$ cat src/hdl/scan_defines.svh
`ifndef SCAN_DEFINES_SVH
`define SCAN_DEFINES_SVH

// Stream number width
// Eight interleaved telnet streams
`define SCAN_STREAM_BITS 3

// Width of the global fired-packet counter
`define SCAN_COUNT_BITS 16

// Matcher state width
// Holds 0 to 4 matched characters
`define SCAN_STATE_BITS 3

// Length of the literal "login"
`define SCAN_PATTERN_LEN 5

`endif

$ cat src/hdl/scan_pkg.sv
`default_nettype none

package scan_pkg;

  `include "scan_defines.svh"

  // Header view of an input beat
  // Stream number sits in the top bits
  typedef struct packed {
    logic [`SCAN_STREAM_BITS-1:0]    stream;
    // Stream has no saved matcher state
    logic                            new_stream;
    // Packet may report a match and save its state
    logic                            enable;
    logic [16-`SCAN_STREAM_BITS-3:0] rsvd;
  } scan_hdr_t;

  // Payload view of an input beat
  // One character in the low byte
  typedef struct packed {
    logic [7:0] rsvd;
    logic [7:0] chr;
  } scan_chr_t;

  // Input word as seen on the bus
  // Decoded as header on the first beat, as character afterwards
  typedef union packed {
    scan_hdr_t hdr;
    scan_chr_t pay;
  } scan_beat_u;

  // Number of pattern characters matched so far
  typedef logic [`SCAN_STATE_BITS-1:0] dfa_state_t;

endpackage

`default_nettype wire

$ cat src/hdl/dfa_matcher.sv
`timescale 1ns/1ns
`default_nettype none

`include "scan_defines.svh"

module dfa_matcher (
  input  wire                  clk,
  input  wire                  rst_n,
  input  wire                  load_state,
  input  wire                  new_stream,
  input  scan_pkg::dfa_state_t rd_state,
  input  wire                  chr_valid,
  input  wire  [7:0]           chr,
  output scan_pkg::dfa_state_t cur_state,
  output logic                 accept
);

  import scan_pkg::*;

  // Pattern with the first character in the top byte
  localparam logic [8*`SCAN_PATTERN_LEN-1:0] PATTERN = "login";
  localparam logic [7:0] FIRST_CHR = PATTERN[8*`SCAN_PATTERN_LEN-1 -: 8];
  // State that completes the word on a match
  localparam dfa_state_t LAST_STATE = dfa_state_t'(`SCAN_PATTERN_LEN - 1);

  dfa_state_t state_q;
  dfa_state_t state_nx;
  logic [7:0] exp_chr;
  logic       hit;

  // Transition function
  always_comb
  begin
    // Next expected character for the current state
    exp_chr  = PATTERN[8*(`SCAN_PATTERN_LEN - 1 - int'(state_q)) +: 8];
    hit      = 1'b0;
    state_nx = state_q;
    if (chr == exp_chr)
    begin
      if (state_q == LAST_STATE)
      begin
        // Whole word seen, start over for the next one
        hit      = 1'b1;
        state_nx = '0;
      end
      else
        state_nx = dfa_state_t'(state_q + 1'b1);
    end
    // A mismatching 'l' still begins a new attempt
    else if (chr == FIRST_CHR)
      state_nx = dfa_state_t'(1);
    else
      state_nx = '0;
  end

  always_ff @(posedge clk)
  begin
    if (!rst_n)
    begin
      state_q <= '0;
      accept  <= 1'b0;
    end
    else if (load_state)
    begin
      // New stream starts from idle, others resume
      state_q <= new_stream ? dfa_state_t'(0) : rd_state;
      accept  <= 1'b0;
    end
    else if (chr_valid)
    begin
      state_q <= state_nx;
      accept  <= hit;
    end
    else
      accept  <= 1'b0;  // single-cycle pulse
  end

  assign cur_state = state_q;

endmodule

`default_nettype wire

$ cat src/hdl/match_tally.sv
`timescale 1ns/1ns
`default_nettype none

`include "scan_defines.svh"

module match_tally (
  input  wire                          clk,
  input  wire                          rst_n,
  input  wire                          pkt_start,
  input  wire                          pkt_end,
  input  wire                          pkt_enable,
  input  wire                          accept,
  input  wire  [`SCAN_STREAM_BITS-1:0] res_stream_in,
  input  wire                          res_ready,
  output logic                         res_valid,
  output logic [`SCAN_STREAM_BITS-1:0] res_stream,
  output logic                         res_fired,
  output logic [`SCAN_COUNT_BITS-1:0]  res_count
);

  logic fired_q;
  logic fired_pkt;

  // Last character's accept arrives together with pkt_end
  assign fired_pkt = (fired_q | accept) & pkt_enable;

  always_ff @(posedge clk)
  begin
    if (!rst_n)
    begin
      fired_q   <= 1'b0;
      res_valid <= 1'b0;
      res_count <= '0;
    end
    else
    begin
      // Speculative flag for the packet in flight
      if (pkt_start)
        fired_q <= 1'b0;
      else if (accept)
        fired_q <= 1'b1;

      if (pkt_end)
      begin
        // Global count over all streams
        res_count <= res_count + {{(`SCAN_COUNT_BITS-1){1'b0}}, fired_pkt};
        res_valid <= 1'b1;
      end
      else if (res_valid && res_ready)
        res_valid <= 1'b0;
    end
  end

  // Result payload
  // Held until the next packet ends
  always_ff @(posedge clk)
  begin
    if (pkt_end)
    begin
      res_stream <= res_stream_in;
      res_fired  <= fired_pkt;
    end
  end

endmodule

`default_nettype wire

$ cat src/hdl/regex_scan_top.sv
`timescale 1ns/1ns
`default_nettype none

`include "scan_defines.svh"

module regex_scan_top (
  input  wire                          clk,
  input  wire                          rst_n,
  input  wire                          in_valid,
  output logic                         in_ready,
  input  scan_pkg::scan_beat_u         in_data,
  input  wire                          in_first,
  input  wire                          in_last,
  output logic                         res_valid,
  input  wire                          res_ready,
  output logic [`SCAN_STREAM_BITS-1:0] res_stream,
  output logic                         res_fired,
  output logic [`SCAN_COUNT_BITS-1:0]  res_count
);

  import scan_pkg::*;

  // Store read port
  logic                         rd_en;
  logic [`SCAN_STREAM_BITS-1:0] rd_stream;
  dfa_state_t                   rd_state;
  // Store write port, data from the matcher
  logic                         wr_en;
  logic [`SCAN_STREAM_BITS-1:0] wr_stream;
  // Matcher controls
  logic                         load_state;
  logic                         new_stream;
  logic                         chr_valid;
  logic [7:0]                   chr;
  dfa_state_t                   cur_state;
  logic                         accept;
  // Tally strobes
  logic                         pkt_start;
  logic                         pkt_end;
  logic                         pkt_enable;

  stream_sequencer i_sequencer (
    .clk        (clk),
    .rst_n      (rst_n),
    .in_valid   (in_valid),
    .in_ready   (in_ready),
    .in_data    (in_data),
    .in_first   (in_first),
    .in_last    (in_last),
    .res_valid  (res_valid),
    .res_ready  (res_ready),
    .rd_en      (rd_en),
    .rd_stream  (rd_stream),
    .wr_en      (wr_en),
    .wr_stream  (wr_stream),
    .load_state (load_state),
    .new_stream (new_stream),
    .chr_valid  (chr_valid),
    .chr        (chr),
    .pkt_start  (pkt_start),
    .pkt_end    (pkt_end),
    .pkt_enable (pkt_enable)
  );

  dfa_matcher i_matcher (
    .clk        (clk),
    .rst_n      (rst_n),
    .load_state (load_state),
    .new_stream (new_stream),
    .rd_state   (rd_state),
    .chr_valid  (chr_valid),
    .chr        (chr),
    .cur_state  (cur_state),
    .accept     (accept)
  );

  stream_state_store i_store (
    .clk       (clk),
    .rst_n     (rst_n),
    .rd_en     (rd_en),
    .rd_stream (rd_stream),
    .rd_state  (rd_state),
    .wr_en     (wr_en),
    .wr_stream (wr_stream),
    .wr_state  (cur_state)
  );

  // Packet's stream number doubles as the result stream
  match_tally i_tally (
    .clk           (clk),
    .rst_n         (rst_n),
    .pkt_start     (pkt_start),
    .pkt_end       (pkt_end),
    .pkt_enable    (pkt_enable),
    .accept        (accept),
    .res_stream_in (wr_stream),
    .res_ready     (res_ready),
    .res_valid     (res_valid),
    .res_stream    (res_stream),
    .res_fired     (res_fired),
    .res_count     (res_count)
  );

endmodule

`default_nettype wire

$ cat src/hdl/stream_sequencer.sv
`timescale 1ns/1ns
`default_nettype none

`include "scan_defines.svh"

module stream_sequencer (
  input  wire                          clk,
  input  wire                          rst_n,
  input  wire                          in_valid,
  output logic                         in_ready,
  input  scan_pkg::scan_beat_u         in_data,
  input  wire                          in_first,
  input  wire                          in_last,
  input  wire                          res_valid,
  input  wire                          res_ready,
  output logic                         rd_en,
  output logic [`SCAN_STREAM_BITS-1:0] rd_stream,
  output logic                         wr_en,
  output logic [`SCAN_STREAM_BITS-1:0] wr_stream,
  output logic                         load_state,
  output logic                         new_stream,
  output logic                         chr_valid,
  output logic [7:0]                   chr,
  output logic                         pkt_start,
  output logic                         pkt_end,
  output logic                         pkt_enable
);

  import scan_pkg::*;

  // Packet phases
  localparam logic [2:0] PH_IDLE    = 3'd0;
  localparam logic [2:0] PH_RESTORE = 3'd1;
  localparam logic [2:0] PH_PAYLOAD = 3'd2;
  localparam logic [2:0] PH_DRAIN   = 3'd3;
  localparam logic [2:0] PH_SCORE   = 3'd4;
  localparam logic [2:0] PH_HOLD    = 3'd5;

  logic [2:0]                   phase_q;
  logic [2:0]                   phase_d;
  logic                         xfer;
  scan_hdr_t                    hdr;
  // Packet context latched from the header
  logic [`SCAN_STREAM_BITS-1:0] stream_q;
  logic                         enable_q;
  logic                         new_q;

  assign xfer = in_valid & in_ready;
  assign hdr  = in_data.hdr;

  always_comb
  begin
    phase_d = phase_q;
    case (phase_q)
      PH_IDLE:
        // Stray payload beats outside a packet are dropped
        if (xfer && in_first)
          phase_d = PH_RESTORE;
      PH_RESTORE:
        phase_d = PH_PAYLOAD;
      PH_PAYLOAD:
        if (xfer && in_last)
          phase_d = PH_DRAIN;
      PH_DRAIN:
        phase_d = PH_SCORE;
      PH_SCORE:
        // Result was just registered by the tally
        if (res_valid && res_ready)
          phase_d = PH_IDLE;
        else
          phase_d = PH_HOLD;
      PH_HOLD:
        if (res_valid && res_ready)
          phase_d = PH_IDLE;
      default:
        phase_d = PH_IDLE;
    endcase
  end

  always_ff @(posedge clk)
  begin
    if (!rst_n)
    begin
      phase_q  <= PH_IDLE;
      in_ready <= 1'b0;
    end
    else
    begin
      phase_q  <= phase_d;
      // Ready only where a beat can be taken next cycle
      in_ready <= (phase_d == PH_IDLE) || (phase_d == PH_PAYLOAD);
    end
  end

  // Header fields held for the whole packet
  always_ff @(posedge clk)
  begin
    if (phase_q == PH_IDLE && xfer && in_first)
    begin
      stream_q <= hdr.stream;
      enable_q <= hdr.enable;
      new_q    <= hdr.new_stream;
    end
  end

  // Store read starts on the header transfer itself
  assign rd_en     = (phase_q == PH_IDLE) & xfer & in_first;
  assign rd_stream = hdr.stream;

  // Restored state lands in the matcher during the stall cycle
  assign load_state = (phase_q == PH_RESTORE);
  assign new_stream = new_q;
  assign pkt_start  = (phase_q == PH_RESTORE);

  // Characters go straight into the registered matcher
  assign chr_valid = (phase_q == PH_PAYLOAD) & xfer;
  assign chr       = in_data.pay.chr;

  // Final accept is visible during drain
  assign pkt_end    = (phase_q == PH_DRAIN);
  assign pkt_enable = enable_q;
  // Disabled packets leave the saved state alone
  assign wr_en      = (phase_q == PH_DRAIN) & enable_q;
  assign wr_stream  = stream_q;

endmodule

`default_nettype wire

$ cat src/hdl/stream_state_store.sv
`timescale 1ns/1ns
`default_nettype none

`include "scan_defines.svh"

module stream_state_store (
  input  wire                          clk,
  input  wire                          rst_n,
  input  wire                          rd_en,
  input  wire  [`SCAN_STREAM_BITS-1:0] rd_stream,
  output scan_pkg::dfa_state_t         rd_state,
  input  wire                          wr_en,
  input  wire  [`SCAN_STREAM_BITS-1:0] wr_stream,
  input  scan_pkg::dfa_state_t         wr_state
);

  import scan_pkg::*;

  // One entry per stream
  localparam int DEPTH = 1 << `SCAN_STREAM_BITS;

  dfa_state_t mem [DEPTH];

  // Saved matcher states
  // All streams read back as idle after reset
  always_ff @(posedge clk)
  begin
    if (!rst_n)
    begin
      for (int i = 0; i < DEPTH; i++)
      begin
        mem[i] <= '0;
      end
    end
    else if (wr_en)
      mem[wr_stream] <= wr_state;
  end

  // Registered read
  // Data valid the cycle after rd_en
  always_ff @(posedge clk)
  begin
    if (rd_en)
      rd_state <= mem[rd_stream];
  end

endmodule

`default_nettype wire

$ cat config.mk
export PLATFORM = sky130hd
export DESIGN_NAME = regex_scan_top
export DESIGN_NICKNAME = d
export VERILOG_FILES = /design/src/hdl/scan_pkg.sv /design/src/hdl/dfa_matcher.sv /design/src/hdl/match_tally.sv /design/src/hdl/regex_scan_top.sv /design/src/hdl/stream_sequencer.sv /design/src/hdl/stream_state_store.sv
export VERILOG_INCLUDE_DIRS = /design/src /design/src/hdl
export SDC_FILE = /design/constraint.sdc
export NUM_CORES = 1
export LEC_CHECK = 0
export BUFFER_PORTS_ARGS = -buffer_cell sky130_fd_sc_hd__buf_4
export CORE_MARGIN = 1
export CORE_UTILIZATION = 45
export CTS_BUF_LIST = sky130_fd_sc_hd__clkbuf_2 sky130_fd_sc_hd__clkbuf_4 sky130_fd_sc_hd__clkbuf_8
export DETAILED_ROUTE_END_ITERATION = 12
export PLACE_DENSITY = 0.61
export SKIP_CTS_REPAIR_TIMING = 1
export SLEW_MARGIN = 40
export SYNTH_ARGS = -nofsm -noshare
export SYNTH_HDL_FRONTEND = slang
export SYNTH_SLANG_ARGS = --single-unit
$ cat constraint.sdc
create_clock -name clk -period 3.9 [get_ports clk]
set_clock_uncertainty 0.15 [all_clocks]
set_input_delay 0.195 -clock clk [delete_from_list [all_inputs] [get_ports clk]]
set_output_delay 0.195 -clock clk [all_outputs]
set_load 0.01 [all_outputs]
## Word-level counts from Yosys, hierarchy flattened

Memories as Yosys holds them, arrays and structs flattened. A register that Yosys moved wholly into a read port is not among the register bits.
Cells that the tools add are included.

| operators by class | value |
|---|---|
| add/sub/neg operators | 3 |
| equal/unequal tests | 9 |
| shift operators | 1 |
| mux-type cells | 21 |
| bitwise gates (word level) | 10 |
| reductions and logical operators | 13 |

Operator list:

| operator | count |
|---|---|
| variable part select 40 x 32 -> 8 bit (first input constant) | 1 |
| two-way mux 3 bit | 11 |
| one-hot mux 3 bit (6 select lines) | 1 |
| adder 16 x 1 -> 16 bit | 1 |
| equality test 3 x 2 -> 1 bit (second input constant) | 3 |
| equality test 3 bit (second input constant) | 3 |
| two-way mux 1 bit | 9 |
| equality test 8 x 7 -> 1 bit (second input constant) | 1 |
| equality test 8 bit | 1 |
| AND 1 bit | 6 |
| logical NOT 3 bit | 2 |
| logical AND 1 bit | 5 |
| nonzero test 2 bit | 2 |
| OR reduction 4 bit | 1 |
| subtractor 3 x 3 -> 4 bit (first input constant) | 1 |
| adder 3 x 1 -> 3 bit (second input constant) | 1 |
| equality test 3 x 1 -> 1 bit (second input constant) | 1 |
| NOT 1 bit | 3 |
| OR reduction 3 bit | 1 |
| OR reduction 2 bit | 1 |
| logical OR 1 bit | 1 |
| OR 1 bit | 1 |

| word-level totals | value |
|---|---|
| register bits | 35 |
| RAM bits | 24 |
| input port bits | 22 |
| output and inout port bits | 22 |
| logic and storage cells | 70 |
| memories kept | 1 |

Memory list:

| memory | words | width | read ports | clocked after Yosys merged registers in | write ports | RTL line | RTL |
|---|---|---|---|---|---|---|---|
| i_store.mem | 8 | 3 | 1 | 1 | 8 | stream_state_store.sv:22 | `dfa_state_t mem [DEPTH];` |

## Logic depth before layout (Yosys ltp)

| logic depth | value |
|---|---|
| depth in word-level cells | 7 |
| depth in mapped cells | 10 |
| gate-level depth less buffers | 9 |

## Cells and area by module

A second synthesis with hierarchy kept.

| unflattened totals | value |
|---|---|
| cell total of the unflattened synthesis | 286 |
| area, all modules | 3170.5 µm² |

By module, submodules not included:

| module | times used | cells an instance | area each (µm²) | sequential area each (µm²) |
|---|---|---|---|---|
| stream_state_store | 1 | 84 | 1253.7 | 810.8 |
| match_tally | 1 | 104 | 1006.0 | 480.5 |
| dfa_matcher | 1 | 59 | 467.9 | 80.1 |
| stream_sequencer | 1 | 39 | 442.9 | 230.2 |

## Least setup slack after synthesis

Ideal clock, no wire load.

| path | value |
|---|---|
| path type | flip-flop to flip-flop |
| start point | register i_matcher.state_q[1] (netlist: i_matcher.cur_state[1]) |
| end point | register i_matcher.state_q[0] (netlist: i_matcher.cur_state[0]) |
| setup time | 120 ps |
| arrival time | 2048 ps |
| required time | 3630 ps |
| path slack | 1582 ps |
| stages on the path, launching flop included | 10 |
| path buffers | 0 |
| period minus slack after synthesis | 2318 ps |
| path through | dfxtp_1 > clkinv_1 > ha_1 > ha_1 > a22oi_1 > a21bo_2 > xnor2_1 > nor2_1 > nand4_1 > nor3b_1 |

| between the ends | value |
|---|---|
| longest elaborated chain between the ends | 6 |
| elaborated cells on any way between the ends | 8 |
| classes of those cells | add/sub: 1; eq/ne: 2; shift: 1; mux: 4 |

RTL lines:

| element | RTL line | RTL |
|---|---|---|
| start: declaration | dfa_matcher.sv:26 | `dfa_state_t state_q;` |
| start signal: assignment | dfa_matcher.sv:66 | `state_q <= new_stream ? dfa_state_t'(0) : rd_state;` |
| start signal: assignment | dfa_matcher.sv:71 | `state_q <= state_nx;` |
| subtractor 3 x 3 -> 4 bit (no line) | -- |  |
| variable part select 40 x 32 -> 8 bit | dfa_matcher.sv:35 | `` exp_chr = PATTERN[8*(`SCAN_PATTERN_LEN - 1 - int'(state_q)) +: 8]; `` |
| equality test 8 bit | dfa_matcher.sv:38 | `if (chr == exp_chr)` |
| two-way mux 3 bit * | dfa_matcher.sv:38 |  |
| two-way mux 3 bit * | dfa_matcher.sv:69 | `else if (chr_valid)` |
| two-way mux 3 bit * | dfa_matcher.sv:63 | `else if (load_state)` |

Every way passes the cells marked *; elsewhere a longest branch is shown, timed or not. The select of a mux whose other input is x is not followed.
A chain may end at the register's enable or synchronous reset.

## Worst setup path in the final report

| path | value |
|---|---|
| start point | register i_matcher.state_q[1] (netlist: i_matcher.cur_state[1]) |
| end point | register i_matcher.accept |

| between the ends | value |
|---|---|
| longest elaborated chain between the ends | 5 |
| elaborated cells on any way between the ends | 7 |
| classes of those cells | add/sub: 1; eq/ne: 2; shift: 1; mux: 1; bitwise: 1; reduce/logical: 1 |

RTL lines:

| element | RTL line | RTL |
|---|---|---|
| subtractor 3 x 3 -> 4 bit (no line) | -- |  |
| variable part select 40 x 32 -> 8 bit | dfa_matcher.sv:35 |  |
| equality test 8 bit | dfa_matcher.sv:38 |  |
| NOT 1 bit (no line) | -- |  |
| OR reduction 4 bit (no line) | -- |  |
| end signal: assignment | dfa_matcher.sv:72 | `accept <= hit;` |
| end: declaration | dfa_matcher.sv:15 | `output logic accept` |

Several ways; a longest one is shown, not always the timed one.

==> results.sh <==
export IMPL_pin_count=44
export IMPL_dpl_hpwl_um=3830
export IMPL_start_util_pct=46.53
export IMPL_core_area_sq_um=6314
export IMPL_slew_viol_final=0
export IMPL_critPathSlowestCell="dfxtp_1"
export IMPL_status="completed"
export IMPL_ys_seq_area_share_pct=54.51
export IMPL_port_buffers=40
export IMPL_synth_area_sq_um=2938
export IMPL_layout_cells_non_filler=386
export IMPL_die_h_um=82.80
export IMPL_cts_tree="done"
export IMPL_worst_pin_slew_ns=0.7630
export IMPL_drc_errors=0
export IMPL_ant_nets=0
export IMPL_areaGrowthSynthToFinish_pct=21.34
export IMPL_first_iter_violations=100
export IMPL_layout_area_seq_sq_um=1602
export IMPL_path_clk_slew_ns=0.07
export IMPL_antenna_found_initial=0
export IMPL_worstSetupPathType="reg -> reg"
export IMPL_maxSlewHeadroom_pct=48.94
export IMPL_setup_viol=0
export IMPL_ys_ff_latch=62
export IMPL_hold_path_class="in -> reg"
export IMPL_grt_pass1_vias=1933
export IMPL_period_share_pct=72.71
export IMPL_synth_ff_type="edfxtp_1"
export IMPL_power_density_nw_per_um2=417.0
export IMPL_power_leakage_nw=1.313
export IMPL_synth_edf_count=36
export IMPL_multi_input_area_sq_um=1219
export IMPL_ys_warn_count=0
export IMPL_finalWeightedCongestion=0.7767
export IMPL_grt_total_usage_pct=18.02
export IMPL_final_hold_viol_count=0
export IMPL_cp_arrival_ns=2.92
export IMPL_dr_pass1_iters=4
export IMPL_n_antenna_cell=0
export IMPL_drive_above_1_share_pct=22.98
export IMPL_setup_tns_ns=0
export IMPL_syn_num_nets=289
export IMPL_async_flop_share_pct=0
export IMPL_finalCriticalPeriod_ns=2.836
export IMPL_cap_violations=0
export IMPL_via_per_inst=5.435
export IMPL_die_w_um=82.80
export IMPL_numCtsBuffers=9
export IMPL_clk_path_buf_depth=2
export IMPL_max_stage_delay_ns=0.47
export IMPL_nFillCells=571
export IMPL_vias=2098
export IMPL_crit_chain="clkinv_1 -> ha_1 -> ha_1 -> a22oi_1 -> a21bo_2 -> xnor2_1 -> nor2_1 -> nand2_1 -> nor3_1"
export IMPL_placed_cells=365
export IMPL_cts_max_level=3
export IMPL_avgSynthCellArea_sq_um=11.21
export IMPL_path_max_fanout=9
export IMPL_post_drt_wl_per_cell_um=14.78
export IMPL_fp_dieArea_sq_um=6856
export IMPL_cts_num_sinks=62
export IMPL_drt_total_wl_um=5707
export IMPL_end_kind="flop"
export IMPL_overflow=0
export IMPL_insertion_delay_ns=0.34
export IMPL_crit_top_cell="ha_1"
export IMPL_grt_pass1_wl_um=9535
export IMPL_required_ns=3.99
export IMPL_cts_root_buf="clkbuf_8"
export IMPL_num_rows=29
export IMPL_cp_start_kind="flop"
export IMPL_rsz0062_at_grt="no"
export IMPL_nets=331
export IMPL_peakVddDrop_v=0.0002490
export IMPL_syn_instance_count=262
export IMPL_grt_max_degree=38
export IMPL_max_freq_mhz=352.6
export IMPL_ys_types=45
final timing paths:
check                                           start                               to  cells after the start  slack (ns)
setup / recovery  i_matcher.cur_state[1]$_SDFFE_PN0P_      i_matcher.accept$_SDFF_PP0_                      9        1.06
hold / removal                              res_ready   i_tally.res_valid$_SDFFE_PN0P_                      3        0.04
setup reg to reg  i_matcher.cur_state[1]$_SDFFE_PN0P_      i_matcher.accept$_SDFF_PP0_                      9        1.06
hold reg to reg    i_sequencer.wr_stream[0]$_DFFE_PP_  i_tally.res_stream[0]$_DFFE_PP_                      0        0.33
critical path, delay by kind of cell (launching register included):
family / cells / cell delay [ns]
AO/OA/AOI/OAI: 2 / 0.45
flip-flops: 1 / 0.47
buffers and inverters: 1 / 0.33
XOR/XNOR: 1 / 0.11
AND/OR/NAND/NOR: 3 / 0.60
adder cells (fa/ha/maj): 2 / 0.61
report_power, final:
part | internal [W] | switching (W)
Clock | 0.000430 | 0.000251
Combinational | 0.0000440 | 0.0000449
Sequential | 0.000705 | 0.0000109
Total | 0.00118 | 0.000307
flip-flops by register name, summed over array words and instances (netlist names):
name	count
i_sequencer.pkt_enable	1
i_tally.fired_q	1
i_tally.res_valid	1
i_sequencer.phase_q	3
i_tally.res_fired	1
i_matcher.accept	1
i_sequencer.new_stream	1
i_sequencer.wr_stream	3
i_store.mem	24
i_tally.res_count	16
i_tally.res_stream	3
i_sequencer.in_ready	1
i_matcher.cur_state	3
i_store.rd_state	3
layer usage:
layer  vias to the layer above  global-route usage (%)  part of all wire, %
li1                       1046                       -                    -
met1                       991                   23.06                   47
met2                        51                   28.69                   48
met3                        10                   3.678                  3.8
met4                         0                   9.875                  1.9
met5                         -                       0                    0
cell usage after synthesis (2+ instances only):
library cell	number	area share (%)
nand4_1	9	1.9
nor2b_1	5	1.1
dfxtp_1	26	18
and3_1	3	0.64
nor2_1	8	1.0
nand2b_1	5	1.1
edfxtp_1	36	37
ha_1	5	2.1
o21ai_0	18	3.1
nor3_1	20	3.4
clkbuf_1	12	1.5
or3_1	4	0.85
nor3_2	3	1.0
mux2i_1	4	1.4
nor3b_1	2	0.51
nand4b_1	2	0.60
mux4_2	6	4.6
inv_1	9	1.1
nand2_1	13	1.7
xnor2_1	8	2.4
and2_1	11	2.3
buf_4	2	0.51
a21boi_0	2	0.51
mux2_2	3	1.1
o21a_1	4	1.0
xor2_1	8	2.4
o31ai_1	2	0.51
a21boi_1	2	0.51
a21oi_1	4	0.68
nand3_1	4	0.68
nor4_1	8	1.7
final cells by class:
type / count / share of cell area (%)
clock inverter: 6 / 3.089
multi-input combinational: 173 / 34.19
clock buffer: 10 / 3.686
tap: 77 / 2.703
timing repair buffer: 47 / 10.25
inverter: 11 / 1.158
sequential: 62 / 44.93
logic make-up (layout without fill, tap and decap cells):
group                    Yosys count  after routing  share of synthesized area [%]
buffers and inverters             27             74                          4.003
AND/OR/NAND/NOR                  101            101                          19.59
AO/OA/AOI/OAI                     38             38                          7.879
XOR/XNOR                          16             16                          4.770
multiplexers                      13             13                          7.112
adder cells (fa/ha/maj)            5              5                          2.129
flip-flops                        62             62                          54.51
stage by stage:
stage | util (%) | cell area [sq um] | power, W | hold slack [ns] | setup slack, ns
global placement | 51.84 | 3273 | 0.0008151 | 0.2318 | 1.142
finish | 56.46 | 3565 | 0.001486 | 0.04343 | 1.064
CTS | 55.67 | 3515 | 0.001501 | -0.1343 | 1.098
floorplan | - | 2938 | 0.0007840 | 0.1439 | 1.582
global route | 56.46 | 3565 | 0.001542 | 0.04356 | 0.9758
detailed placement | 51.84 | 3273 | 0.0008160 | 0.2317 | 1.110
cell usage in the layout, fill, tap and decap left out, types with 6 or more instances in the layout:
cell type / netlist / routed
nor2_1: 8 / 8
clkbuf_8: 0 / 9
mux4_2: 6 / 6
inv_1: 9 / 9
nor4_1: 8 / 8
o21ai_0: 18 / 18
and2_1: 11 / 11
nand2_1: 13 / 13
nor3_1: 20 / 20
nand4_1: 9 / 9
buf_4: 2 / 42
dfxtp_1: 26 / 26
edfxtp_1: 36 / 36
xnor2_1: 8 / 8
xor2_1: 8 / 8
No activity file was read; power rests on OpenSTA's default activity.
